===== config.mk =====
export PLATFORM = sky130hd
export DESIGN_NAME = dccm_access
export DESIGN_NICKNAME = d
export VERILOG_FILES = /design/src/hdl/dccm_pkg.sv /design/src/hdl/dccm_access.sv
export SDC_FILE = /design/constraint.sdc
export NUM_CORES = 1
export LEC_CHECK = 0
export BUFFER_PORTS_ARGS = -buffer_cell sky130_fd_sc_hd__buf_2
export CAP_MARGIN = 30
export CORE_ASPECT_RATIO = 0.7
export CORE_MARGIN = 2
export CORE_UTILIZATION = 24
export CTS_CLUSTER_DIAMETER = 200
export DETAILED_ROUTE_END_ITERATION = 10
export GPL_TIMING_DRIVEN = 0
export PLACE_DENSITY = 0.8
export SYNTH_ARGS = -nofsm -noshare
export SYNTH_HDL_FRONTEND = slang
export SYNTH_SLANG_ARGS = --single-unit

===== constraint.sdc =====
create_clock -name clk -period 0.9 [get_ports clk]
set_input_delay 0.045 -clock clk [delete_from_list [all_inputs] [get_ports clk]]
set_output_delay 0.045 -clock clk [all_outputs]
set_load 0.02 [all_outputs]

===== src/hdl/dccm_pkg.sv =====
// dccm package: data and address widths, access request, store entry, forward and memory port structs
`default_nettype none

package dccm_pkg;

   // --------------------
   // widths
   // --------------------
   localparam int DATA_W         = 32;
   localparam int BYTES_PER_WORD = DATA_W / 8;
   localparam int WORD_ADDR_W    = 14;            // byte address is two bits wider

   typedef logic [BYTES_PER_WORD-1:0] byteen_t;
   typedef logic [WORD_ADDR_W-1:0]    word_addr_t;
   typedef logic [DATA_W-1:0]         data_t;

   // --------------------
   // pipeline structs
   // --------------------

   // one accepted bus access, built by the access stage
   typedef struct packed {
      logic       is_store;
      word_addr_t word_addr;
      byteen_t    byteen;
      logic [1:0] offset;                         // lowest selected byte lane
      data_t      wdata;                          // store data, already on its byte lanes
   } lsu_req_t;

   // one store waiting in the buffer
   typedef struct packed {
      word_addr_t word_addr;
      byteen_t    byteen;
      data_t      data;
   } stbuf_entry_t;

   // bytes the store buffer still owns for one word
   typedef struct packed {
      byteen_t byteen;
      data_t   data;
   } fwd_t;

   // single memory port cycle, read or commit write
   typedef struct packed {
      logic       en;
      logic       we;
      word_addr_t word_addr;
      byteen_t    byteen;
      data_t      wdata;
   } ram_req_t;

endpackage

`default_nettype wire


===== src/hdl/dccm_access.sv =====
// dccm access stage: wishbone classic slave, request build, read pulse, store push and acknowledge
`timescale 1ns/1ns
`default_nettype none

module dccm_access
   import dccm_pkg::*;
(
   input  logic       clk,
   input  logic       rst_n,

   // wishbone slave side
   input  logic       wb_cyc,
   input  logic       wb_stb,
   input  logic       wb_we,
   input  word_addr_t wb_adr,
   input  byteen_t    wb_sel,
   input  data_t      wb_dat_w,
   output logic       wb_ack,

   // store buffer and load path
   input  logic       stbuf_ready,
   output logic       push,
   output logic       rd_req,
   output lsu_req_t   req
);

   typedef enum logic [1:0] {
      ST_IDLE,
      ST_LOAD_WAIT,
      ST_RESPOND
   } state_t;

   state_t state;
   state_t state_nxt;
   logic   bus_req;
   logic   is_idle;
   logic   ack_nxt;

   assign bus_req = wb_cyc & wb_stb;
   assign is_idle = (state == ST_IDLE);

   // --------------------
   // request build
   // --------------------
   always_comb begin
      req.is_store  = wb_we;
      req.word_addr = wb_adr;
      req.byteen    = wb_sel;
      req.wdata     = wb_dat_w;
      req.offset    = 2'd0;
      // scan from the top so the lowest set lane is the last one written
      for (int b = BYTES_PER_WORD - 1; b >= 0; b--) begin
         if (wb_sel[b]) begin
            req.offset = 2'(b);
         end
      end
   end

   // only an idle stage launches work, so one transfer gives one read or one push
   assign rd_req = is_idle & bus_req & ~wb_we;
   assign push   = is_idle & bus_req & wb_we & stbuf_ready;   // store waits here while full

   // --------------------
   // transfer FSM
   // --------------------
   always_comb begin
      state_nxt = state;
      case (state)
         ST_IDLE: begin
            if (rd_req) begin
               state_nxt = ST_LOAD_WAIT;                    // memory data comes next cycle
            end else if (push) begin
               state_nxt = ST_RESPOND;                      // store acked from the buffer
            end
         end
         ST_LOAD_WAIT: begin
            state_nxt = ST_RESPOND;                         // load data registered with the ack
         end
         ST_RESPOND: begin
            state_nxt = ST_IDLE;                            // master sees ack, request not resampled
         end
         default: begin
            state_nxt = ST_IDLE;
         end
      endcase
   end

   assign ack_nxt = (state_nxt == ST_RESPOND);

   always_ff @(posedge clk or negedge rst_n) begin
      if (!rst_n) begin
         state  <= ST_IDLE;
         wb_ack <= 1'b0;
      end else begin
         state  <= state_nxt;
         wb_ack <= ack_nxt;                                 // single cycle, one per transfer
      end
   end

endmodule

`default_nettype wire


* Word level (Yosys, flattened, before mapping) *
Cells that the tools add are included.

storage, ports and cells
  register bits = 3
  input port bits = 56
  output and inout port bits = 56

cells by class
  eq/ne operators = 2
  mux-type cells = 7
  bitwise logic cells = 6
  reductions and logical operators = 1

operators with widths
  operator            count
  $mux 2              6
  $and 1x1->1         5
  $pmux 2 s2          1
  $eq 2x1->1 const B  1
  $eq 2x2->1 const B  1
  $logic_not 2->1     1
  $not 1->1           1

* Logic depth before layout (Yosys ltp) *
  word-level depth = 8
  depth in mapped cells = 2

* Worst setup path after synthesis *
Ideal clock, no wire load.

  path type = flip-flop to output port
  start = reg state[0]
  end = out rd_req
  arrival time = 1125 ps
  setup slack = -270 ps
  cell stages (with the launch flop) = 2
  cells stage by stage = dfrtp_1 -> nor4_1

between the ends
  cells in the longest elaborated chain, start to end = 3

RTL lines
  item                      line               source
  from (decl)               dccm_access.sv:33  state_t state;
  from (signal assigned)    dccm_access.sv:95  state <= state_nxt;
  $logic_not 2->1           dccm_access.sv:40  assign is_idle = (state == ST_IDLE);
  $and 1x1->1 (2 in a row)  dccm_access.sv:60  assign rd_req = is_idle & bus_req & ~wb_we;
  to (decl)                 dccm_access.sv:23  output logic rd_req,

Every way passes these cells.

* Worst setup path in the final report *
  start = reg state[1]
  end = out push

between the ends
  cells in the longest elaborated chain, start to end = 4

RTL lines
  item                      line               source
  $logic_not 2->1           dccm_access.sv:40
  $and 1x1->1 (3 in a row)  dccm_access.sv:61  assign push = is_idle & bus_req & wb_we & stbuf_ready;
  to (decl)                 dccm_access.sv:22  output logic push,

Every way passes these cells.

==> reports/results.ini <==
[logic_synthesis]
yosysTopAreaCell=buf_4
synth_top_area_share_pct=72.2
syn-num-nets=123
synth_cells=67
synth_most_common_cell=buf_4
synth_edf_count=0
synthesis.area_um2=531
synth_seq_area_share_pct=14.2
synthTopCellsByArea=buf_4 72%, dfrtp_1 14%, nor4_1 2.4%
ys_async_sr_fraction_pct=100
synthTopCellsByCount=51 x buf_4, 3 x dfrtp_1, 3 x nor2_1
synth-seq-cells=3
synth_flop_cell=dfrtp_1
ys_types=11
synth_warnings=0
syn_avg_cell_area_um2=7.92

[drt]
ant_nets=0
wl_um=1600
remaining_drc_errors=0
drtPass1Iterations=4
first_iter_violations=6
vias_per_cell=3.66
wl_per_cell_um=9.31
vias=629

[critical_path]
r2r-end=state[0]
worstSetupPathType=reg -> out
cp_data_required_time_ns=0.85
start_kind=flip-flop
crit_path_end=push
reg2reg_depth=3
r2r_start=state[1]
crit_arrival_ns=1.09
critPathLaunch=state[1]
crit_fanout=3
reg2reg_slack_ns=-0.12
cp-end-kind=primary output

[timing]
setup_violations=5
timing.fmax_ghz=0.879
slew_violations=0
setup_slack_ns=-0.238
final.period_utilization_pct=126
fin_worst_skew_ns=0.000132
final-hold-violation-count=0
period_minus_slack_ns=1.14
tightest_slew_ns=0.215
rsz0062_at_grt=yes
relSlewSlack_pct=85.5

[clocking]
ctsHtreeMaxLevel=1
tritoncts=done
clock_path_buffers=2
cts-root-buf=clkbuf_4
cts_sinks=3
cts_inserted_buffers=3
clkSlewWorstSetupHoldPaths_ns=0.04
clock_latency_ns=0.24

[die]
die_height_um=43.3
coreArea_um2=2120
rows=14
initial_core_util_pct=25.0
die_x_um=60.2
die-area_um2=2610
io_pins=112

[power]
pwr-share-clk_pct=25.8
vdd_drop_max_v=0.000323
p_comb_share_pct=58.2
pwr-share-seq_pct=16.0
p_per_area_nw_per_um2=935
internal-power_uw=577
swShare_pct=38.1
p_sw_uw=355
p_leak_uw=0.000613

[final_layout]
fin_area_um2=996
seqCellArea_um2=75.1
instances_no_fill=172
nets=197
n_fill_cell=232
postLayoutCoreUtil_pct=47.0
drive_gt1_share_pct=90.0
num_antenna_cells=0
area_growth_pct=87.7
multi_input_area_um2=97.6

[job]
maxCapViolations=0

[place]
dp_cells=164
place.gp.congestion=0.612
place_area_um2=902
hpwl_um=1350
io_buffers=65

[global_routing]
grt_pass1_wl_um=2110
grt_pass1_vias=569
antenna_found_initial=0
grt-ovfl-total=0
grt_max_degree=6
grt_usage_pct=11.0

[hold_path]
hold_class=in -> reg

[outcome]
status=finished, violations left
violations=negative setup slack

area by class of cell:
| class | count | area share, % |
|---|---|---|
| plain buffers | 51 | 38.4 |
| repair buffers | 69 | 37.2 |
| well taps | 32 | 4.02 |
| inverters | 1 | 0.377 |
| flip-flops and latches | 3 | 7.54 |
| clock buffers | 4 | 2.64 |
| multi-input cells | 12 | 9.80 |
cell families after synthesis:
group	count (synthesis)	synth area share [%]
flip-flops	3	14.2
AO/OA/AOI/OAI	2	2.59
AND/OR/NAND/NOR	10	10.4
buffers and inverters	52	72.9
flip-flops by register name (all words and copies together) (netlist names):
name    count
wb_ack      1
state       2
power groups by stage:
stage / clock [uW] / sequential (uW) / combinational [uW]
floorplan: 0 / 155 / 361
global placement: 0 / 152 / 504
detailed placement: 0 / 152 / 511
CTS: 250 / 149 / 525
global route: 269 / 150 / 575
finish: 240 / 149 / 542
critical path, cell delays in order, from the launching register on:
cell and delay, ns:
dfrtp_1 0.40, nor4_2 0.27, buf_4 0.18
metrics by stage:
step / hold slack, ns / TNS (ns) / setup WS, ns / total power, uW
floorplan: -0.251 / -0.132 / -0.0661 / 516
global placement: -0.157 / -0.0151 / -0.00958 / 656
detailed placement: -0.152 / -0.0424 / -0.0359 / 664
CTS: 0.0469 / -0.586 / -0.263 / 925
global route: 0.0730 / -0.827 / -0.312 / 995
finish: 0.0813 / -0.579 / -0.238 / 931
metal layers:
| layer | track usage, % | wire, um |
|---|---|---|
| met5 | 0 | 0 |
| met4 | 4.00 | 8 |
| met3 | 6.27 | 148 |
| met2 | 20.0 | 959 |
| met1 | 10.3 | 485 |
worst min path at each step:
stage / startpoint / end / slack [ns] / cells past startpoint
after detailed placement: rst_n / wb_ack / -0.15 / 1
after floorplan: rst_n / state[0] / -0.25 / 0
after CTS: wb_we / state[0] / 0.05 / 2
after global placement: rst_n / wb_ack / -0.16 / 1
final: wb_we / state[0] / 0.08 / 2
after global routing: wb_we / state[0] / 0.07 / 2
repair_timing:
| item | 4_1_cts | 5_1_grt |
|---|---|---|
| setup buffers | 2 | 1 |
| endpoints found under the setup margin | 2 | 5 |
| hold buffers | 1 | 0 |
| resized for setup | 1 | 6 |
| endpoints found under the hold margin | 3 | 0 |
| pin swaps | 1 | 2 |
cell usage in the layout (no fill, tap or decap):
master and instances:
buf_2 63, buf_4 54, nor2_1 3, clkbuf_4 3, dfrtp_1 3, nand2_1 2
nor4_2 2, buf_6 2, a41oi_2 1, nor4_4 1, inv_1 1, nand2b_1 1
a21oi_1 1, nor3_1 1, clkbuf_1 1, dlygate4sd3_1 1
Power figures use the tool's default switching activity.
