## src/hdl/dccm_pkg.sv

```systemverilog
// dccm package: data and address widths, access request, store entry, forward and memory port structs
`default_nettype none

package dccm_pkg;

   // --------------------
   // widths
   // --------------------
   localparam int DATA_W         = 32;
   localparam int BYTES_PER_WORD = DATA_W / 8;
   localparam int WORD_ADDR_W    = 14;            // byte address is two bits wider

   typedef logic [BYTES_PER_WORD-1:0] byteen_t;
   typedef logic [WORD_ADDR_W-1:0]    word_addr_t;
   typedef logic [DATA_W-1:0]         data_t;

   // --------------------
   // pipeline structs
   // --------------------

   // one accepted bus access, built by the access stage
   typedef struct packed {
      logic       is_store;
      word_addr_t word_addr;
      byteen_t    byteen;
      logic [1:0] offset;                         // lowest selected byte lane
      data_t      wdata;                          // store data, already on its byte lanes
   } lsu_req_t;

   // one store waiting in the buffer
   typedef struct packed {
      word_addr_t word_addr;
      byteen_t    byteen;
      data_t      data;
   } stbuf_entry_t;

   // bytes the store buffer still owns for one word
   typedef struct packed {
      byteen_t byteen;
      data_t   data;
   } fwd_t;

   // single memory port cycle, read or commit write
   typedef struct packed {
      logic       en;
      logic       we;
      word_addr_t word_addr;
      byteen_t    byteen;
      data_t      wdata;
   } ram_req_t;

endpackage

`default_nettype wire

```

## src/hdl/dccm_load_align.sv

```systemverilog
// dccm load aligner: forward capture, byte merge over memory data, right justify and zero fill
`timescale 1ns/1ns
`default_nettype none

module dccm_load_align
   import dccm_pkg::*;
(
   input  logic     clk,
   input  logic     rst_n,
   input  logic     rd_req,
   input  lsu_req_t req,
   input  fwd_t     fwd,
   input  data_t    rdata,
   output data_t    wb_dat_r
);

   fwd_t       fwd_q;
   byteen_t    sel_q;
   logic [1:0] offset_q;
   logic       rd_pend;
   data_t      merged;
   data_t      shifted;
   byteen_t    keep;
   data_t      result;

   // --------------------
   // capture at read time
   // --------------------
   always_ff @(posedge clk or negedge rst_n) begin
      if (!rst_n) begin
         rd_pend <= 1'b0;
      end else begin
         rd_pend <= rd_req;                                 // memory data valid this cycle
      end
   end

   always_ff @(posedge clk) begin
      if (rd_req) begin
         fwd_q    <= fwd;                                   // buffer state at the read
         sel_q    <= req.byteen;
         offset_q <= req.offset;
      end
      if (rd_pend) begin
         wb_dat_r <= result;
      end
   end

   // --------------------
   // merge and align
   // --------------------
   always_comb begin
      for (int b = 0; b < BYTES_PER_WORD; b++) begin
         merged[8*b +: 8] = fwd_q.byteen[b] ? fwd_q.data[8*b +: 8] : rdata[8*b +: 8];
      end
      shifted = merged >> {offset_q, 3'b000};               // lowest selected byte to 7:0
      keep    = sel_q >> offset_q;                          // access size as low byte mask
      for (int b = 0; b < BYTES_PER_WORD; b++) begin
         result[8*b +: 8] = keep[b] ? shifted[8*b +: 8] : 8'h00;
      end
   end

endmodule

`default_nettype wire

```

## config.mk

```make
export PLATFORM = sky130hd
export DESIGN_NAME = dccm_load_align
export DESIGN_NICKNAME = d
export VERILOG_FILES = /design/src/hdl/dccm_pkg.sv /design/src/hdl/dccm_load_align.sv
export SDC_FILE = /design/constraint.sdc
export NUM_CORES = 1
export LEC_CHECK = 0
export ABC_AREA = 1
export BUFFER_PORTS_ARGS = -buffer_cell sky130_fd_sc_hd__buf_2
export CAP_MARGIN = 0
export CORE_ASPECT_RATIO = 1.2
export CORE_UTILIZATION = 47
export DETAILED_ROUTE_END_ITERATION = 7
export GPL_TIMING_DRIVEN = 0
export HOLD_SLACK_MARGIN = 0.12
export PLACE_DENSITY = 0.83
export SYNTH_ARGS = -nofsm -noshare
export SYNTH_HDL_FRONTEND = slang
export SYNTH_SLANG_ARGS = --single-unit
```

## constraint.sdc

```tcl
create_clock -name clk -period 1.8 [get_ports clk]
set_input_delay 0.36 -clock clk [delete_from_list [all_inputs] [get_ports clk]]
set_output_delay 0.36 -clock clk [all_outputs]
set_load 0.02 [all_outputs]
```

# Word level (Yosys, flattened, before mapping)
# Cells that the tools add are included.
# W data, S select, Z words.
[word_totals]
reg_bits = 75
latch_bits = 0
ramBits = 0
mem_bits_ro = 0
elab_cells = 15
mem_count = 0
[classes]
n_addsub = 0
mul = 0
div = 0
order_cmp = 0
n_eq_ne = 0
shifts = 2
muxes = 4
bitwise_logic = 0
n_reduce_logical = 0
[op_table]
columns = ["operator", "count"]
rows = [
  ["$mux W8", 4],
  ["$shr A32 B5 Y32", 1],
  ["$shr A4 B2 Y4", 1],
]

# Depth between registers and ports, before layout
# Gate-level depths: netlist (run 1).
[depth]
ltp_word = 2
depth_mapped = 8
ltp_nobuf = 7

# Least setup slack after synthesis (run 1)
# OpenSTA, ideal clock, no wires.
[synth_path]
kind = "reg-to-reg"
startpoint = "register rd_pend"
endpoint = "register wb_dat_r[0] (enable)"
arrival_ps = 937
t_required_ps = 1412
setup_slack_ps = 475
stages_incl_launch_ff = 1
path_cell_list = "dfrtp_1"
[synth_rtl]
columns = ["item", "line", "text"]
rows = [
  ["start: declaration", "dccm_load_align.sv:20", "logic rd_pend;"],
  ["start signal: assignment", "dccm_load_align.sv:33", "rd_pend <= rd_req;"],
  ["end signal: assignment", "dccm_load_align.sv:44", "wb_dat_r <= result;"],
  ["end: declaration", "dccm_load_align.sv:14", "output data_t wb_dat_r"],
]
# No word-level cell between the ends.

# Worst setup path after layout (run 1)
[layout_path]
startpoint = "register offset_q[0]"
endpoint = "register wb_dat_r[12], data pin"
[layout_via]
elab_chain_len = 1
elab_cells_between_ends = 2
[layout_lines]
columns = ["item", "line", "text"]
rows = [
  ["start: declaration", "dccm_load_align.sv:19", "logic [1:0] offset_q;"],
  ["start signal: assignment", "dccm_load_align.sv:41", "offset_q <= req.offset;"],
  ["$shr A32 B5 Y32 or $shr A4 B2 Y4 (tied branches)", "dccm_load_align.sv:55, dccm_load_align.sv:56", ""],
]
# Several ways; a longest one is shown, not always the timed one.
# A chain may end at the register's enable or synchronous reset.

==> results of run 1 <==
routing by layer:
metal	share of wire (%)	vias up	wire length, um
li1	-	1409	-
met1	39	1267	3010
met2	51	147	3910
met3	6.6	31	505
met4	3.4	0	264
met5	0	-	0
logic make-up after synthesis:
kind of cell	after synthesis	share of synthesized area (%)
AND/OR/NAND/NOR	216	25.9
flip-flops	75	65.9
AO/OA/AOI/OAI	18	2.64
buffers and inverters	44	5.54
placed cells by master (no fill, tap or decap):
cell / Yosys / routed
inv_1: 28 / 28
inv_6: 0 / 1
inv_2: 3 / 3
buf_6: 1 / 1
nand2_2: 2 / 2
edfxtp_1: 74 / 74
o21ai_1: 1 / 1
buf_1: 1 / 1
dfrtp_1: 1 / 1
buf_2: 7 / 115
clkinvlp_4: 0 / 3
clkbuf_8: 0 / 9
clkbuf_1: 2 / 3
dlygate4sd3_1: 0 / 1
buf_4: 2 / 2
nand3_1: 54 / 54
nor2_1: 30 / 30
nand2_1: 130 / 130
clkinv_2: 0 / 2
a21oi_1: 17 / 17
sequential cells by signal, indices dropped and copies added (netlist names):
name,cells
sel_q,4
rd_pend,1
fwd_q,36
wb_dat_r,32
offset_q,2
layout make-up:
class	instances	area, um2	share of cell area (%)
buffer	13	72.6	1.71
clock buffer	10	128	3.01
inverter	31	116	2.75
multi-input combinational	234	973	23.0
clock inverter	6	41.3	0.974
timing repair buffer	109	551	13.0
sequential	75	2250	53.0
tap	87	109	2.57
critical path, stage by stage (launching register included):
cell and delay, ns:
edfxtp_1 0.47, inv_2 0.09, clkbuf_1 0.34, nand3_1 0.18, a21oi_1 0.21, nor2_1 0.06
through the flow:
stage	setup WS, ns	util (%)	hold WS, ns	instances
floorplan	0.475	-	0.0644	353
global placement	0.255	58.5	0.135	548
finish	0.203	61.1	0.185	565
global route	0.0559	61.1	0.156	565
detailed placement	0.250	58.5	0.135	548
CTS	0.237	61.1	0.169	565
repair_timing:
item / in CTS / in global routing
buffers inserted: 0 / 0
hold buffers: 1 / 0
endpoints found under the hold margin: 1 / 0
gates resized for setup: 0 / 0
power by group:
group          switching (mW)  leakage (nW)  internal, mW
clock                   0.588        0.0787         0.499
combinational           0.411          1.22         0.222
sequential             0.0458         0.785          2.06
worst max path at each step:
stage / startpoint / endpoint / slack [ns] / cells after the start
2_1_floorplan: rd_pend / wb_dat_r[0] / 0.47 / 0
3_3_place_gp: offset_q[0] / wb_dat_r[13] / 0.26 / 5
3_5_place_dp: rd_pend / wb_dat_r[5] / 0.25 / 0
4_1_cts: rd_pend / wb_dat_r[14] / 0.24 / 0
5_1_grt: fwd_q[34] / wb_dat_r[4] / 0.06 / 7
6_report: offset_q[0] / wb_dat_r[12] / 0.20 / 5
==> run summary, run 1 <==
Nets -> 597
All-layer global routing usage -> 21.9%
Yosys top cell by area -> edfxtp_1
Worst hold path depth -> 1
H-tree depth -> 3
CTS Buf Count -> 9
RSZ-0062 raised after global routing -> no
PwrDens -> 903 nW/um2
Clock root cell -> clkbuf_8
Critical path class -> reg2reg
First-pass GRT wire length -> 12,100 um
RR Startpoint -> offset_q[0]
Tmin final -> 1.60 ns
WP data arrival -> 1.70 ns
CTS tree -> done
R2R setup slack -> 0.20 ns
Count leader, synth -> nand2_1
Dominant synthesized flop cell -> edfxtp_1
Worst-path clk slew -> 0.07 ns
Clock Latency Late Sink -> 0.34 ns
R2r endpoint -> wb_dat_r[12]
Worst path required time -> 1.90 ns
Grt met2 use -> 35.8%
GRT met3 Usage -> 4.69%
Critical Path Sink Type -> flip-flop
Die X -> 79.8 um
Site Rows -> 33
Maximum clock path buffer count -> 2
Fillers -> 604
Layout cell share with drive strength beyond 1 -> 28.9%
Post-placement cell area -> 4060 um2
Synth-to-layout area growth -> 24.3%
Die Ht -> 95.3 um
Die area -> 7600 um2
Ys async rst share -> 1.33%
Synthesis warning total -> 0
Number of synthesized flops with an enable pin -> 74
# IOs -> 156
Startpoint types -> flip-flop
WL final -> 7690 um
Largest cells by area after synthesis -> edfxtp_1 (65%), nand2_1 (14%), nand3_1 (7.9%)
Achievable frequency -> 0.626 GHz
Synth cell count leaders -> nand2_1 (130), edfxtp_1 (74), nand3_1 (54)
Worst Tran Pin Value -> 1.18 ns
Hold Crit Endpoint -> fwd_q[33]
Max Cap Violations -> 0
Hold_sp -> fwd[33]
Final Skew -> 0.00618 ns
Post-synth top area share -> 65.2%
Final hold vios -> 0
Pre-antenna DRT Iters -> 5
Routed Antenna Nets -> 0
Max VDD drop -> 0.590 mV
Most Used Layer, Global Route -> met2
Max Transition Viols Final -> 0
Syn nets -> 477
Synthesized area per cell -> 9.66 um2
Input/output buffers -> 108
CP max FO -> 10
Vias -> 2,854
Fin crit share -> 88.7%
Register area share after synthesis -> 65.9%
Synth cell types -> 15
Residual DRC -> 0
DP HPWL -> 6010 um
Pwr Total -> 3.83 mW
Largest net degree at the start of global routing -> 44
Syn Inst Count -> 353
Ant. Diodes -> 0
Drt first-iter violations -> 297
# setup viols final -> 0
Vias in the first global route -> 2,663
Outcome -> complete, no violations
Relative slew slack -> 21.1%
M1 GR Usage -> 27.3%
Lkg Pwr -> 2.08 nW
Finished Cell Area -> 4240 um2
Total grt overflow -> 0
Min-Delay Path Class -> in2reg
#FFs+latches synth -> 75
Gpl congestion -> 0.883
Post-Syn Area -> 3410 um2
Setup TNS -> 0 ns
CTS Sinks -> 75
Avg WL per Cell -> 13.6 um
Core Area -> 6940 um2
FF-to-FF path depth -> 5
Starting density of the core -> 49.2%
Initial antenna violation count -> 0
Vias per inst -> 5.05
Power figures use the tool's default switching activity.
==> run 2, diff against run 1 <==
==> constraint.sdc (replaced) <==
create_clock -name clk -period 1.6 [get_ports clk]
set_input_delay 0.32 -clock clk [delete_from_list [all_inputs] [get_ports clk]]
set_output_delay 0.32 -clock clk [all_outputs]
set_load 0.02 [all_outputs]
==> run 2 against run 1 <==
Net effect: final cell count grew 0.18%; via count is 1.2% higher; critical path depth grew 1; utilization increased by 0.31 points.
==> run summary, run 2 (synthesis results as in run 1) <==
WL final -> 7780 um
Lkg Pwr -> 2.08 nW
Clock Latency Late Sink -> 0.35 ns
CTS Buf Count -> 9
Die Ht -> 95.3 um
Setup bufs post-CTS -> 0
RSZ-0062 raised after global routing -> no
DP HPWL -> 6010 um
Achievable frequency -> 0.678 GHz
Initial antenna violation count -> 0
Site Rows -> 33
Pre-antenna DRT Iters -> 6
CTS tree -> done
Largest regs -> fwd_q: 36 flops, wb_dat_r: 32 flops, sel_q: 4 flops
CP max FO -> 10
Fin crit share -> 92.2%
Outcome -> complete, no violations
First-pass GRT wire length -> 12,100 um
WP data arrival -> 1.57 ns
Routed Antenna Nets -> 0
Startpoint types -> flip-flop
Layout cell share with drive strength beyond 1 -> 29.9%
Vias -> 2,888
Worst path required time -> 1.70 ns
Vias per inst -> 5.10
Starting density of the core -> 49.2%
Relative slew slack -> 42.1%
Worst-path clk slew -> 0.07 ns
Vias in the first global route -> 2,663
Max Transition Viols Final -> 0
Final hold vios -> 0
# IOs -> 156
Most frequent cells in the layout -> nand2_1 (130), buf_2 (114), edfxtp_1 (74)
Core Area -> 6940 um2
Avg WL per Cell -> 13.7 um
Worst Tran Pin Value -> 0.869 ns
Nets -> 598
Die area -> 7600 um2
Max Cap Violations -> 0
Input/output buffers -> 108
Largest net degree at the start of global routing -> 44
# setup viols final -> 0
Biggest register -> fwd_q
Pre-CTS worst setup slack -> 0.0496 ns
Max VDD drop -> 0.712 mV
Tmin final -> 1.47 ns
H-tree depth -> 3
CTS Sinks -> 75
Drt first-iter violations -> 254
Total grt overflow -> 0
Maximum clock path buffer count -> 2
Setup TNS -> 0 ns
Final Skew -> 0.00708 ns
Clock root cell -> clkbuf_8
Critical path class -> reg2reg
PwrDens -> 1010 nW/um2
Ant. Diodes -> 0
Synth-to-layout area growth -> 24.9%
All-layer global routing usage -> 21.9%
Largest register FFs -> 36
Gpl congestion -> 0.883
Critical Path Sink Type -> flip-flop
Residual DRC -> 0
Die X -> 79.8 um
Commonest non-fill, non-tap cell in the layout -> nand2_1
Min-Delay Path Class -> in2reg
Setup ws final -> 0.125 ns
WHS -> 0.141 ns
[run 2: cell count changes in the layout (fill, tap and decap cells not counted), sizes merged]
cell / previous run / this run
inv: 32 / 31
clkinvlp: 3 / 4
buf: 119 / 118
dlygate4sd3: 1 / 2
clkbuf: 12 / 13
[run 2: worst max-delay path, cell delays in order, from the launching register on]
cell	delay [ns]
edfxtp_1	0.47
buf_6	0.18
buf_4	0.17
nand3_1	0.12
nand2_1	0.06
nor2_1	0.15
nor2_1	0.07
[run 2: area by class of cell]
type                       count  area (um2)
sequential                    75        2250
buffer                        13        76.3
inverter                      31         120
multi-input combinational    234         976
fill                         604        2680
clock inverter                 6        41.3
clock buffer                  10         128
tap                           87         109
timing repair buffer         110         561
[run 2: path summary, 6_finish.rpt]
path	depth (start not counted)	to	from	slack, ns
setup / recovery	6	wb_dat_r[5]	offset_q[0]	0.13
hold / removal	1	fwd_q[33]	fwd[33]	0.14
setup reg to reg	6	wb_dat_r[5]	offset_q[0]	0.13
hold reg to reg	2	wb_dat_r[24]	fwd_q[24]	0.67
max in group asynchronous	2	rd_pend	rst_n	1.23
min in group asynchronous	2	rd_pend	rst_n	0.28
[run 2: per-stage QoR]
step	cells	cell area (um2)	total power, mW	utilization [%]
3_5_place_dp	548	4060	3.11	58.5
5_1_grt	566	4260	4.53	61.4
6_report	566	4260	4.32	61.4
4_1_cts	565	4240	4.33	61.1
2_1_floorplan	353	3410	2.83	-
3_3_place_gp	548	4060	3.09	58.5
[run 2: where the power goes]
| group | switching [mW] | leakage (nW) | internal [mW] |
|---|---|---|---|
| Clock | 0.665 | 0.0787 | 0.561 |
| Sequential | 0.0518 | 0.784 | 2.32 |
| Combinational | 0.469 | 1.22 | 0.254 |
[run 2: timing repair]
| item | 4_1_cts | 5_1_grt |
|---|---|---|
| setup endpoints to repair | 0 | 40 |
| gates resized for setup | 0 | 7 |
| hold buffers | 1 | 1 |
| endpoints found under the hold margin | 1 | 1 |
[run 2: metal layers]
metal | part of all wire [%] | global-route usage (%) | vias to the layer above
li1 | - | - | 1415
met1 | 39 | 27.3 | 1280
met2 | 50 | 35.8 | 163
met3 | 7.1 | 4.69 | 30
met4 | 3.9 | 11.6 | 0
met5 | 0 | 0 | -
