## src/hdl/dccm_pkg.sv

```systemverilog
// dccm package: data and address widths, access request, store entry, forward and memory port structs
`default_nettype none

package dccm_pkg;

   // --------------------
   // widths
   // --------------------
   localparam int DATA_W         = 32;
   localparam int BYTES_PER_WORD = DATA_W / 8;
   localparam int WORD_ADDR_W    = 14;            // byte address is two bits wider

   typedef logic [BYTES_PER_WORD-1:0] byteen_t;
   typedef logic [WORD_ADDR_W-1:0]    word_addr_t;
   typedef logic [DATA_W-1:0]         data_t;

   // --------------------
   // pipeline structs
   // --------------------

   // one accepted bus access, built by the access stage
   typedef struct packed {
      logic       is_store;
      word_addr_t word_addr;
      byteen_t    byteen;
      logic [1:0] offset;                         // lowest selected byte lane
      data_t      wdata;                          // store data, already on its byte lanes
   } lsu_req_t;

   // one store waiting in the buffer
   typedef struct packed {
      word_addr_t word_addr;
      byteen_t    byteen;
      data_t      data;
   } stbuf_entry_t;

   // bytes the store buffer still owns for one word
   typedef struct packed {
      byteen_t byteen;
      data_t   data;
   } fwd_t;

   // single memory port cycle, read or commit write
   typedef struct packed {
      logic       en;
      logic       we;
      word_addr_t word_addr;
      byteen_t    byteen;
      data_t      wdata;
   } ram_req_t;

endpackage

`default_nettype wire

```

## src/hdl/dccm_stbuf.sv

```systemverilog
// dccm store buffer: store FIFO, memory port arbitration between load read and commit, forwarding
`timescale 1ns/1ns
`default_nettype none

module dccm_stbuf
   import dccm_pkg::*;
#(
   parameter int STBUF_DEPTH = 4
)(
   input  logic     clk,
   input  logic     rst_n,
   input  logic     push,
   input  logic     rd_req,
   input  lsu_req_t req,
   input  logic     wb_cyc,
   output logic     ready,
   output fwd_t     fwd,
   output ram_req_t ram_req
);

   localparam int PTR_W = $clog2(STBUF_DEPTH);

   stbuf_entry_t     entries [STBUF_DEPTH];
   stbuf_entry_t     head_entry;
   logic [PTR_W-1:0] head;
   logic [PTR_W-1:0] tail;
   logic [PTR_W:0]   count;
   logic [PTR_W-1:0] scan_idx;
   logic             empty;
   logic             full;
   logic             commit;

   // --------------------
   // FIFO storage
   // --------------------
   always_ff @(posedge clk) begin
      if (push) begin
         entries[tail].word_addr <= req.word_addr;
         entries[tail].byteen    <= req.byteen;
         entries[tail].data      <= req.wdata;
      end
   end

   always_ff @(posedge clk or negedge rst_n) begin
      if (!rst_n) begin
         head  <= '0;
         tail  <= '0;
         count <= '0;
      end else begin
         if (push) begin
            tail <= tail + 1'b1;                            // wraps, depth is a power of two
         end
         if (commit) begin
            head <= head + 1'b1;
         end
         case ({push, commit})
            2'b10: count <= count + 1'b1;
            2'b01: count <= count - 1'b1;
            default: count <= count;
         endcase
      end
   end

   assign empty = (count == '0);
   assign full  = count[PTR_W];                             // count tops out at STBUF_DEPTH
   assign ready = ~full;

   // --------------------
   // commit arbitration
   // --------------------
   // a load always owns the port; a full buffer drains even during a bus cycle
   assign commit     = ~rd_req & ~empty & (~wb_cyc | full);
   assign head_entry = entries[head];

   always_comb begin
      ram_req.en        = rd_req | commit;
      ram_req.we        = commit;
      ram_req.word_addr = rd_req ? req.word_addr : head_entry.word_addr;
      ram_req.byteen    = head_entry.byteen;
      ram_req.wdata     = head_entry.data;
   end

   // --------------------
   // forwarding lookup
   // --------------------
   // oldest to newest, so a later store to the same byte overwrites
   always_comb begin
      fwd.byteen = '0;
      fwd.data   = '0;
      scan_idx   = head;
      for (int i = 0; i < STBUF_DEPTH; i++) begin
         scan_idx = head + PTR_W'(i);
         if ((i < int'(count)) && (entries[scan_idx].word_addr == req.word_addr)) begin
            for (int b = 0; b < BYTES_PER_WORD; b++) begin
               if (entries[scan_idx].byteen[b]) begin
                  fwd.data[8*b +: 8] = entries[scan_idx].data[8*b +: 8];
               end
            end
            fwd.byteen = fwd.byteen | entries[scan_idx].byteen;
         end
      end
   end

endmodule

`default_nettype wire

```

## config.mk

```make
export PLATFORM = sky130hd
export DESIGN_NAME = dccm_stbuf
export DESIGN_NICKNAME = d
export VERILOG_FILES = /design/src/hdl/dccm_pkg.sv /design/src/hdl/dccm_stbuf.sv
export SDC_FILE = /design/constraint.sdc
export NUM_CORES = 1
export LEC_CHECK = 0
export BUFFER_PORTS_ARGS = -buffer_cell sky130_fd_sc_hd__buf_2
export CAP_MARGIN = 20
export CORE_MARGIN = 2
export CORE_UTILIZATION = 40
export CTS_BUF_LIST = sky130_fd_sc_hd__clkbuf_16
export CTS_CLUSTER_DIAMETER = 100
export DETAILED_ROUTE_END_ITERATION = 8
export GPL_TIMING_DRIVEN = 0
export PLACE_DENSITY = 0.6
export RECOVER_POWER = 100
export SYNTH_ARGS = -nofsm -noshare
export SYNTH_HDL_FRONTEND = slang
export SYNTH_SLANG_ARGS = --single-unit
```

## constraint.sdc

```tcl
create_clock -name clk -period 5.5 [get_ports clk]
set_clock_uncertainty 0.2 [all_clocks]
set_input_delay 0.55 -clock clk [delete_from_list [all_inputs] [get_ports clk]]
set_output_delay 0.55 -clock clk [all_outputs]
set_load 0.02 [all_outputs]
```

Yosys cells after proc, flatten, opt, wreduce, memory -nomap -nowiden
Memory sizes are Yosys's and may differ from the RTL's.
Cells that the tools add are included.
{"block": "word_totals", "ff_bits": 7, "latch_bits": 0, "ram_bits": 200, "mem_bits_ro": 0, "inputBits": 58, "elab_cells": 61, "n_memories": 1}
{"block": "classes", "n_addsub": 6, "mul": 0, "div_mod_pow": 0, "magnitude_cmp": 4, "n_eq_ne": 6, "n_shift": 0, "mux": 24, "bitwise_logic": 11, "n_reduce_logical": 6}
{"name": "entries", "words": 4, "word_bits": 50, "rd": 4, "rd_clocked_by_memory_dff": 0, "write_ports": 1, "line": "dccm_stbuf.sv:23", "source": "stbuf_entry_t entries [STBUF_DEPTH];"}
{"cell": "$mux W36", "count": 4}
{"cell": "$mux W8", "count": 16}
{"cell": "$eq A14 B14 Y1", "count": 4}
{"cell": "$mux W14", "count": 1}
{"cell": "$or A4 B4 Y4", "count": 3}
{"cell": "$lt A1 B3 Y1 const A", "count": 2}
{"cell": "$lt A2 B3 Y1 const A", "count": 2}
{"cell": "$pmux W3 S2", "count": 1}
{"cell": "$add A2 B1 Y2 const B", "count": 2}
{"cell": "$add A2 B2 Y2 const B", "count": 2}
{"cell": "$logic_and A1 B1 Y1", "count": 4}
{"cell": "$not A1 Y1", "count": 4}
{"cell": "$add A3 B1 Y3 const B", "count": 1}
{"cell": "$logic_not A3 Y1", "count": 1}
{"cell": "$sub A3 B1 Y3 const B", "count": 1}
{"cell": "$and A1 B1 Y1", "count": 2}
{"cell": "$eq A2 B1 Y1 const B", "count": 1}
{"cell": "$eq A2 B2 Y1 const B", "count": 1}
{"cell": "$mux W1", "count": 2}
{"cell": "$or A1 B1 Y1", "count": 2}
{"cell": "$reduce_bool A2 Y1", "count": 1}

Depth between registers and ports, before layout
Gate-level depths: netlist (run 1).
An unclocked memory read counts as a cell.
{"block": "depth", "ltp_word": 10, "mapped_depth": 15, "mapped_depth_nobuf": 9}

Worst setup path before layout (run 1)
No wires, ideal clock.
{"block": "synth_timing", "kind": "flip-flop to output port", "startpoint": "reg head[1]", "endpoint": "out fwd[10] in the netlist's numbering", "arrival_ns": 3.136, "setup_slack_ns": 1.614, "path_stages_with_launch": 15, "n_path_buf": 9, "cell_sequence": "dfrtp_1 -> buf_6 -> buf_12 -> buf_12 -> buf_12 -> buf_12 -> buf_2 -> buf_4 -> buf_4 -> buf_2 -> a211oi_1 -> a21oi_1 -> nand3_1 -> nand3b_1 -> a32oi_1"}
{"item": "start, declared", "line": "dccm_stbuf.sv:25", "source": "logic [PTR_W-1:0] head;"}
{"item": "start signal, assigned", "line": "dccm_stbuf.sv:54", "source": "head <= head + 1'b1;"}
{"item": "end, declared", "line": "dccm_stbuf.sv:17", "source": "output fwd_t fwd,"}

==> results of run 1 <==
==> power groups by stage <==
stage	Sequential (uW)	Clock, uW	Combinational (uW)
after global placement	2250	0	4320
after CTS	2210	1540	4400
after floorplan	2210	0	3020
after global routing	2290	1600	4650
final	2250	1520	4390
after detailed placement	2240	0	4380
==> area by class of cell <==
class                   count  area [um2]
multi-input cells         775        6210
fillers                  3003       17300
clock inverters            20         121
plain buffers              91         508
flip-flops and latches    207        6180
well taps                 442         553
inverters                  39         146
clock buffers              25         626
repair buffers            145         616
==> final timing paths <==
check,slack (ps),endpoint,cells after the start,start
min reg2reg,340,tail[0],1,tail[0]
max,150,fwd[12],15,head[1]
min,60,entries[3][21],1,req[21]
min in group asynchronous,280,tail[0],2,rst_n
max reg2reg,900,entries[2][48],3,tail[0]
max in group asynchronous,4520,head[0],2,rst_n
==> per-stage QoR <==
| stage | hold WS [ps] | cells | cell area, um2 | setup TNS, ps |
|---|---|---|---|---|
| finish | 63.4 | 1744 | 15000 | 0 |
| global route | 67.9 | 1744 | 15000 | -20.5 |
| CTS | 7.19 | 1744 | 15100 | 0 |
| detailed placement | 202 | 1698 | 14400 | 0 |
| global placement | 198 | 1696 | 14300 | 0 |
| floorplan | 54.4 | 1112 | 13000 | 0 |
==> Yosys cell counts, types with 5 or more instances <==
master,number,share of area
buf_2,26,0.010
a21oi_1,50,0.019
nand2_1,81,0.023
nand3b_1,10,0.0058
o221ai_1,63,0.042
or3b_1,21,0.014
o22ai_1,7,0.0034
o2111ai_1,27,0.018
a31oi_1,6,0.0029
inv_1,38,0.011
buf_4,10,0.0058
nor3_1,5,0.0019
mux2i_1,126,0.097
o21ai_0,25,0.0096
nand3_1,12,0.0046
and3_1,5,0.0024
mux4_2,5,0.0086
or2_2,5,0.0024
a32oi_1,31,0.021
o211ai_1,5,0.0029
dfrtp_1,7,0.013
mux2_2,91,0.079
ha_1,9,0.0086
xnor2_1,31,0.021
xor2_1,23,0.015
edfxtp_1,200,0.46
nor4_1,7,0.0034
clkbuf_1,34,0.0098
buf_1,14,0.0040
and2_1,6,0.0029
nor2_1,55,0.016
==> worst reg2reg max path: cells and delay by family, from the launching register on <==
family	cells	cell delay (ps)
and+or+nand+nor	1	3190
buffers and inverters	1	100
adders and majority gates	1	130
DFF	1	430
==> sequential cells by signal, summed over array words and instances, names as in the netlist <==
signal,flops
tail,2
entries,200
count,3
head,2
==> kinds of logic after synthesis <==
family,after synthesis
XOR/XNOR,55
adder cells (fa/ha/maj),9
AO/OA/AOI/OAI,255
buffers and inverters,130
multiplexers,225
AND/OR/NAND/NOR,231
flip-flops,207
==> metal layers <==
metal / track usage / wire, um
met5: 0 / 41
met4: 0.0749 / 1110
met3: 0.0413 / 3480
met2: 0.399 / 19800
met1: 0.355 / 19100
==> repair_timing <==
item                                    CTS  global route
resized for setup                         1            17
endpoints found under the setup margin   30            31
setup buffers                             0             0
pin swaps                                 0             1
endpoints found under the hold margin     7             0
hold buffers                              1             0
==> results.md, run 1 <==
* Max-slew violations at around 190
* Hold Fails Final Rpt at 0
* Setup violations, final at 0
* Top_reg_cell synth: edfxtp_1
* Clock Sinks at 207
* Die width at 184 um
* GRT Overall Usage at 0.252
* First-pass GRT wire length at 64.1 mm
* Most common cell after layout, fill and taps aside: edfxtp_1
* Slew @ Worst Pin at between 4000 and 5000 ps
* Hold Path Class: input pin to flop
* Critical Path Source Type: flop
* Post-synthesis mux area share at 0.187
* Syn Std Cell Area at 0.0130 mm2
* DRC Markers at 0
* Yosys warns at 0
* Power density over cell area at roughly 550 mW/mm2
* Wire length per cell at roughly 25 um
* Seq cells post-synth at just over 200
* PortBufs at 142
* Crit path time final at 5350 ps
* Part of the power in combinational logic at 0.538
* CP delay by family, top: buffers and inverters
* Synth Area in Adders at 0.00864
* Critical-path cell list: buf_6 -> buf_12 -> buf_12 -> buf_6 -> buf_6 -> mux2i_1 -> xnor2_1 -> nand4b_1 -> nand2_1 -> and4_1 -> clkbuf_1 -> nand2_2 -> or2_2 -> a32oi_1 -> clkbuf_2
* RSZ-0062 raised after global routing: true
* Vias in the first global route at between 10k and 15k
* Fmax achieved at 187 MHz
* Net switching power at between 3000 and 4000 uW
* Sequential share of power at 0.276
* Die Area at 0.0340 mm2
* Initial Util at 0.404
* Max Cap Viol at 4
* GP Congestion at 0.912
* Internal power at between 4000 and 5000 uW
* Leakage at ~0.0054 uW
* Hpwl dp at 30.2 mm
* Iteration-0 DRC count of the detailed router at approximately 1.3k
* EDFF count, synth at 200
* Clk pwr share at 0.186
* Ys async rst share at 0.0338
* Max VDD drop at between 0.3 and 0.4 mV
* Sequential area share after synthesis at 0.474
* Drt first pass iters at 6
* Via count at approximately 11k
* Place WS at around 390 ps
* Main combinational cell family by area after synthesis: multiplexers
* Status: complete, but fails checks
* Max incr delay on CP at between 400 and 500 ps
* Critical Path Sink Type: output port
* Failing checks: capacitance limit, slew limit
* Clock transition at path regs at ~60 ps
* # IOs at approximately 150
* Initial antenna violation count at 3
* Core Region at about 0.032 mm2
* CP bufs+invs at 7
* Row cnt at 66
* Total gr overflow at 0
* Clk_lat worst skew at between 500 and 600 ps
* Critical path type: flop to output port
* Relative slew margins at -1.98
* Layout cells sized above 1 at 0.198
* Crit share post-route at 0.973
* Total power at ~8200 uW
* Slowest CP cell: nand4b_1
* Xor/xnor cell area share of the yosys netlist at 0.0375
* Vias/cell at between 6 and 7
* Drt total wl at between 40 and 50 mm
* Crit Path Max Fanout at 10
* Avg Cell Area, Syn at between 10 and 15 um2
* CTS Buf Count at 25
* Worst EP required at approximately 4800 ps
* Synth Instances at roughly 1.1k
* Sw frac at 0.449
* Syn nets at ~1.2k
* Die Y-Extent at roughly 180 um
* H-tree lvl count at 1
* Nets at between 1k and 1.5k
* Compound-Gate Fraction of Synth Area at 0.149
* ANT nets after route at 0
* Commonest non-fill, non-tap cells in the layout: edfxtp_1 (200), mux2i_1 (126), clkbuf_1 (125), mux2_2 (91), nand2_1 (81)
* CTS tree: done
* Distinct cells, synth at 76
* Post-Synth Simple-Gate Area at 0.0932
* ANT cells at 0
* Final Util at 0.463
* Largest net degree at the start of global routing at 51
* Most used cell, CP: buf_6
* P&R area growth vs syn at 14.9%
* Clock tree root driver cell: clkbuf_16
* Clk buf depth at 3
* Worst Path Arrival at 4600 ps
* Final WS setup at around 150 ps
Note: power is estimated with default switching activity, not from simulation.
==> run 2, diff against run 1 <==
--- a/config.mk
+++ b/config.mk
@@ -8,12 +8,12 @@
 export BUFFER_PORTS_ARGS = -buffer_cell sky130_fd_sc_hd__buf_2
 export CAP_MARGIN = 20
 export CORE_MARGIN = 2
-export CORE_UTILIZATION = 40
+export CORE_UTILIZATION = 35
 export CTS_BUF_LIST = sky130_fd_sc_hd__clkbuf_16
 export CTS_CLUSTER_DIAMETER = 100
 export DETAILED_ROUTE_END_ITERATION = 8
 export GPL_TIMING_DRIVEN = 0
-export PLACE_DENSITY = 0.6
+export PLACE_DENSITY = 0.54
 export RECOVER_POWER = 100
 export SYNTH_ARGS = -nofsm -noshare
 export SYNTH_HDL_FRONTEND = slang
==> run 2 against run 1 <==
- the flow still finishes with violations (capacitance limit, slew limit)
- die area grew 14%
- setup slack lost 110 ps
- worst hold slack is essentially flat
- critical endpoint is now fwd[15]
- largest cell class unchanged
- largest power group unchanged
- highest routed layer is now met4
==> results.md, run 2 (same netlist as run 1, synthesis figures left out) <==
* First-pass GRT wire length at 67.0 mm (+4.5%)
* Initial Util at 0.356 (-0.0476)
* Hold Path End: entries[2][14]
* CTS Buf Count at 25 (unchanged)
* Worst Setup SP: head[1]
* Layout cells sized above 1 at 0.205 (+0.00658)
* Layout Cells excl Fill at 1778 (+1.9%)
* Status: complete, but fails checks
* Flop2flop setup slack at 1040 ps (+140 ps)
* Max Cap Viol at 6 (+2)
* Max incr delay on CP at 420 ps (about the same)
* Commonest non-fill, non-tap cells in the layout: edfxtp_1 (200), mux2i_1 (125), clkbuf_1 (125), mux2_2 (91), nand2_1 (81)
* Vias in the first global route at 10.6k (+1.1%)
* Power density over cell area at 552 mW/mm2 (+1.4%)
* Failing checks: capacitance limit, slew limit
* Clock tree root driver cell: clkbuf_16
* Initial antenna violation count at 1 (-2)
* Crit share post-route at 0.993 (+0.0196)
* Wire length per cell at 25.7 um (+2.7%)
* Inst Count DP at 1726 (+1.6%)
* Clock transition at path regs at 60 ps (about the same)
* Max VDD drop at 0.250 mV (-23%)
* P&R area growth vs syn at 16.3%
* Total Neg Setup Slack at 0 ps (unchanged)
* Vias/cell at 6.02 (-1.1%)
* GRT Overall Usage at 0.230 (-0.0222)
* Worst reg2reg startpoint: tail[1]
* R2R cell count at 4 (+1)
* Max-slew violations at 187 (-0.53%)
* Worst Path Arrival at 4710 ps (+110 ps)
* Setup violations, final at 0 (unchanged)
* Largest regs: entries x200, count x3
* Iteration-0 DRC count of the detailed router at 1118 (-13%)
* RSZ-0062 raised after global routing: false
* # IOs at 147 (unchanged)
* Critical Path Source Type: flop
* Hold Path Class: input pin to flop
* Clk buf depth at 3 (unchanged)
* Clk_lat worst skew at 530 ps (+20 ps)
* GP Congestion at 0.922 (+1.1%)
* Nets at 1357 (+0.44%)
* Fmax achieved at 183 MHz (-2.0%)
* H-tree lvl count at 1 (unchanged)
* Critical Path Sink Type: output port
* Die width at 197 um (+6.8%)
* Relative slew margins at -1.11 (+0.869)
* Die Area at 0.0388 mm2 (+14%)
* Total gr overflow at 0 (unchanged)
* Max reg flops at 200 (unchanged)
* Hold path cells at 1 (unchanged)
* DRC Markers at 0 (unchanged)
* Critical path type: flop to output port
* Crit path time final at 5460 ps (+108 ps)
* ANT nets after route at 0 (unchanged)
* Reg2reg end: entries[1][48]
* Critical-path cell list: buf_6 -> buf_12 -> buf_12 -> buf_12 -> buf_12 -> buf_2 -> buf_4 -> buf_4 -> buf_2 -> a211oi_1 -> a21oi_1 -> nand3_1 -> nand3b_1 -> a32oi_1 -> clkbuf_2
* Worst EP required at 4750 ps (about the same)
* Row cnt at 70 (+6.1%)
* Hold path startpoint: req[14]
* Leakage at 0.00542 uW (+0.66%)
* Drt total wl at 45.6 mm (+4.7%)
* Biggest register: entries
* Clock Sinks at 207 (unchanged)
* Core Region at 0.0366 mm2 (+13%)
* Most common cell after layout, fill and taps aside: edfxtp_1
* PortBufs at 142 (unchanged)
* Largest net degree at the start of global routing at 41 (-20%)
* Hold Fails Final Rpt at 0 (unchanged)
* Via count at 10.7k (+0.87%)
* Slew @ Worst Pin at 3170 ps (-1300 ps)
* Hpwl dp at 32.0 mm (+5.9%)
* CTS tree: done
* Drt first pass iters at 5 (-1)
* Most used cell, CP: buf_12
* Slowest CP cell: nand3_1
* Die Y-Extent at 197 um (+6.8%)
* Crit Path Max Fanout at 10 (unchanged)
run 2: cell count changes in the layout (fill, tap and decap cells not counted), sizes merged:
cell,change
clkbuf,+3
buf,+1
bufinv,+3
dlygate4sd3,+2
clkinvlp,+3
diode,+1
inv,-5
run 2: what timing repair did:
item / in CTS / in global routing
hold buffers: 3 / 0
endpoints found under the setup margin: 31 / 31
buffers inserted: 0 / 1
endpoints found under the hold margin: 14 / 0
pin swaps: 0 / 1
resized for setup: 4 / 20
run 2: where the power goes:
part / internal [uW] / total [uW] / switching (uW) / leakage [uW]
logic: 1520 / 4440 / 2920 / 0.00308
clock network: 1020 / 1700 / 677 / 0.000413
registers: 2100 / 2230 / 133 / 0.00192
total: 4640 / 8370 / 3730 / 0.00542
run 2: per-stage QoR:
stage,util,worst slack (ps),hold WS (ps),total power [uW],area (um2)
finish,0.414,40.2,63.6,8370,15100
detailed placement,0.394,412,215,6670,14400
CTS,0.418,71.0,0.549,8380,15300
global placement,0.391,366,207,6620,14300
global route,0.414,13.9,70.2,8760,15100
floorplan,-,1610,54.4,5230,13000
run 2: per-layer routing:
metal	global-route usage	up-vias	part of all wire
li1	-	4739	-
met1	0.319	5330	0.44
met2	0.365	531	0.46
met3	0.0387	96	0.075
met4	0.0757	0	0.030
met5	0	-	0
run 2: worst max path at each step:
stage | endpoint | slack [ps]
finish | fwd[15] | 40
global route | fwd[23] | 10
CTS | fwd[23] | 70
detailed placement | fwd[17] | 410
global placement | fwd[17] | 370
floorplan | fwd[10] | 1610
run 2: area by class of cell:
class / instances / area [um2]
Buffer: 91 / 507
Sequential cell: 207 / 6180
Inverter: 39 / 146
Timing Repair Buffer: 151 / 656
Tap cell: 468 / 586
Multi-Input combinational cell: 775 / 6230
Clock inverter: 21 / 220
Antenna cell: 1 / 2.50
Fill cell: 3502 / 21500
Clock buffer: 25 / 626
run 2: worst max-delay path: cells and delay by family, from the launching register on:
family          cells  cell delay (ps)
compound gates      3              800
simple gates        2              720
buf+inv            10             2280
flops               1              340
==> run 3, diff against run 2 <==
==> constraint.sdc (replaced) <==
create_clock -name clk -period 6.35 [get_ports clk]
set_clock_uncertainty 0.2 [all_clocks]
set_input_delay 0.635 -clock clk [delete_from_list [all_inputs] [get_ports clk]]
set_output_delay 0.635 -clock clk [all_outputs]
set_load 0.02 [all_outputs]
==> run 3 against run 2 <==
- the run still ends with capacitance limit, slew limit left
- count of clock-buffer cells in the layout is the same
- flip-flop and latch count unchanged
- combinational power fell by 14%
- clock power down 14%
- worst hold slack improved by 84 ps
- critical path depth unchanged
- die area unchanged
- non-clock buffer count decreased by 3
- cell area down 0.68%
- setup slack improved by 280 ps
- core utilization shrank 0.28 points
- via count shrank 0.42%
- largest cell class unchanged
==> results.md, run 3 (same netlist as run 1, synthesis figures left out) <==
* Leakage at 0.00528 uW (-2.5%)
* Vias/cell at 6.00 (-0.25%)
* Status: complete, but fails checks
* Most used cell, CP: buf_12
* Wire length per cell at 25.6 um (about the same)
* Critical path type: flop to output port
* Vias in the first global route at 10.6k (-0.24%)
* Initial antenna violation count at 1 (unchanged)
* CP bufs+invs at 11 (+1)
* Worst Path Arrival at 5190 ps (+480 ps)
* CTS Buf Count at 25 (unchanged)
* Largest net degree at the start of global routing at 41 (unchanged)
* Slowest CP cell: clkbuf_1
* GP Congestion at 0.922 (unchanged)
* Hold Fails Final Rpt at 0 (unchanged)
* Place WS at 1180 ps (+765 ps)
* Slew @ Worst Pin at 3230 ps (+58.1 ps)
* Post-cts resize count at 0 (-4)
* ANT nets after route at 0 (unchanged)
* Setup violations, final at 0 (unchanged)
* Clock Sinks at 207 (unchanged)
* RSZ-0062 raised after global routing: false
* Crit Path Max Fanout at 10 (unchanged)
* Commonest non-fill, non-tap cells in the layout: edfxtp_1 (200), clkbuf_1 (158), mux2i_1 (126), mux2_2 (90), nand2_1 (81)
* Iteration-0 DRC count of the detailed router at 1105 (-1.2%)
* Critical-path cell list: buf_6 -> buf_12 -> buf_12 -> buf_12 -> buf_12 -> clkbuf_1 -> buf_4 -> buf_4 -> clkbuf_1 -> buf_2 -> mux2i_1 -> a21oi_1 -> nand3b_1 -> a32oi_1 -> clkbuf_1
* Max-slew violations at 187 (unchanged)
* H-tree lvl count at 1 (unchanged)
* Max VDD drop at 0.193 mV (-23%)
* Total power at 7230 uW (-14%)
* Via count at 10.7k (-0.42%)
* CTS tree: done
* Critical Path Sink Type: output port
* PortBufs at 142 (unchanged)
* Initial Util at 0.356 (unchanged)
* Row cnt at 70 (unchanged)
* Final WS setup at 321 ps (+280 ps)
* Failing checks: capacitance limit, slew limit
* Clk pwr share at 0.203 (about the same)
* Drt first pass iters at 6 (+1)
* Part of the power in combinational logic at 0.529 (-0.002)
* Fill cell count at 3514 (+0.34%)
* Power density over cell area at 480 mW/mm2 (-13%)
* Relative slew margins at -1.15 (-0.0387)
* Fmax achieved at about 170 MHz
* Layout cells sized above 1 at 0.173 (-0.0317)
* Net switching power at 3220 uW (-14%)
* Crit path time final at approximately 6000 ps
* Nets at 1354 (-0.22%)
* Core Region at 0.0366 mm2 (unchanged)
* P&R area growth vs syn at 15.5%
* Die Y-Extent at 197 um (unchanged)
* Max reg flops at 200 (unchanged)
* Die width at 197 um (unchanged)
* Largest regs: entries x200, count x3
* Critical Path Source Type: flop
* Hpwl dp at 32.0 mm (unchanged)
* Worst EP required at 5510 ps (+760 ps)
* CP delay by family, top: buffers and inverters
* Sw frac at 0.445 (about the same)
* Sequential share of power at 0.267 (about the same)
* Reg area at 0.00618 mm2 (unchanged)
* Die Area at 0.0388 mm2 (unchanged)
* DRC Markers at 0 (unchanged)
* Max Cap Viol at 6 (unchanged)
* Clk_lat worst skew at 530 ps (about the same)
* Crit share post-route at 0.950
* GRT Overall Usage at 0.230 (about the same)
* Drt total wl at 45.5 mm (-0.20%)
* Total gr overflow at 0 (unchanged)
* Clock transition at path regs at 60 ps (about the same)
* Clock tree root driver cell: clkbuf_16
* Footprint of the multi-input gates at 0.00619 mm2 (-0.54%)
* Biggest register: entries
* Clk buf depth at 3 (unchanged)
* # IOs at 147 (unchanged)
* Total Neg Setup Slack at 0 ps (unchanged)
* First-pass GRT wire length at 66.9 mm (about the same)
* Internal power at 4010 uW (-14%)
* Hold Path Class: input pin to flop
* Max incr delay on CP at 610 ps (+190 ps)
* Most common cell after layout, fill and taps aside: edfxtp_1
## run 3: metrics by stage
stage | utilization | cells | hold WS [ps] | cell area [um2]
5_1_grt | 0.411 | 1775 | 155 | 15000
6_report | 0.411 | 1775 | 147 | 15000
4_1_cts | 0.418 | 1773 | 83.6 | 15300
3_3_place_gp | 0.391 | 1722 | 292 | 14300
3_5_place_dp | 0.394 | 1726 | 300 | 14400
2_1_floorplan | - | 1112 | 139 | 13000
## run 3: per-layer routing
metal	vias to the layer above	GRT usage	part of all wire
li1	4733	-	-
met1	5268	0.319	0.44
met2	556	0.365	0.45
met3	94	0.0387	0.079
met4	0	0.0744	0.031
met5	-	0	0
## run 3: power groups by stage
stage | clock network (uW) | logic (uW) | registers, uW
after floorplan | 0 | 2610 | 1910
after global placement | 0 | 3780 | 1960
after detailed placement | 0 | 3840 | 1930
after CTS | 1490 | 3860 | 1910
after global routing | 1540 | 4060 | 1960
final | 1470 | 3830 | 1930
## run 3: final timing paths
| check | cells past startpoint | end | slack, ps | start |
|---|---|---|---|---|
| worst max-delay path | 15 | fwd[15] | 320 | head[1] |
| worst min-delay path | 1 | entries[1][34] | 150 | req[36] |
| worst max register to register | 4 | entries[1][45] | 1860 | tail[1] |
| worst min register to register | 1 | tail[0] | 330 | tail[0] |
| max in group asynchronous | 2 | head[0] | 5240 | rst_n |
| min in group asynchronous | 2 | count[0] | 380 | rst_n |
## run 3: area by class of cell
cell class / count / area share
Inverter: 39 / 0.00973
Sequential cell: 207 / 0.411
Multi-Input combinational cell: 775 / 0.412
Clock buffer: 25 / 0.0416
Antenna cell: 1 / 0.000166
Tap cell: 468 / 0.0389
Clock inverter: 21 / 0.0146
Buffer: 91 / 0.0326
Timing Repair Buffer: 148 / 0.0401
## run 3: repair_timing
item / 4_1_cts / 5_1_grt
endpoints found under the hold margin: 7 / 0
buffers inserted: 0 / 0
endpoints found under the setup margin: 0 / 0
hold buffers: 1 / 0
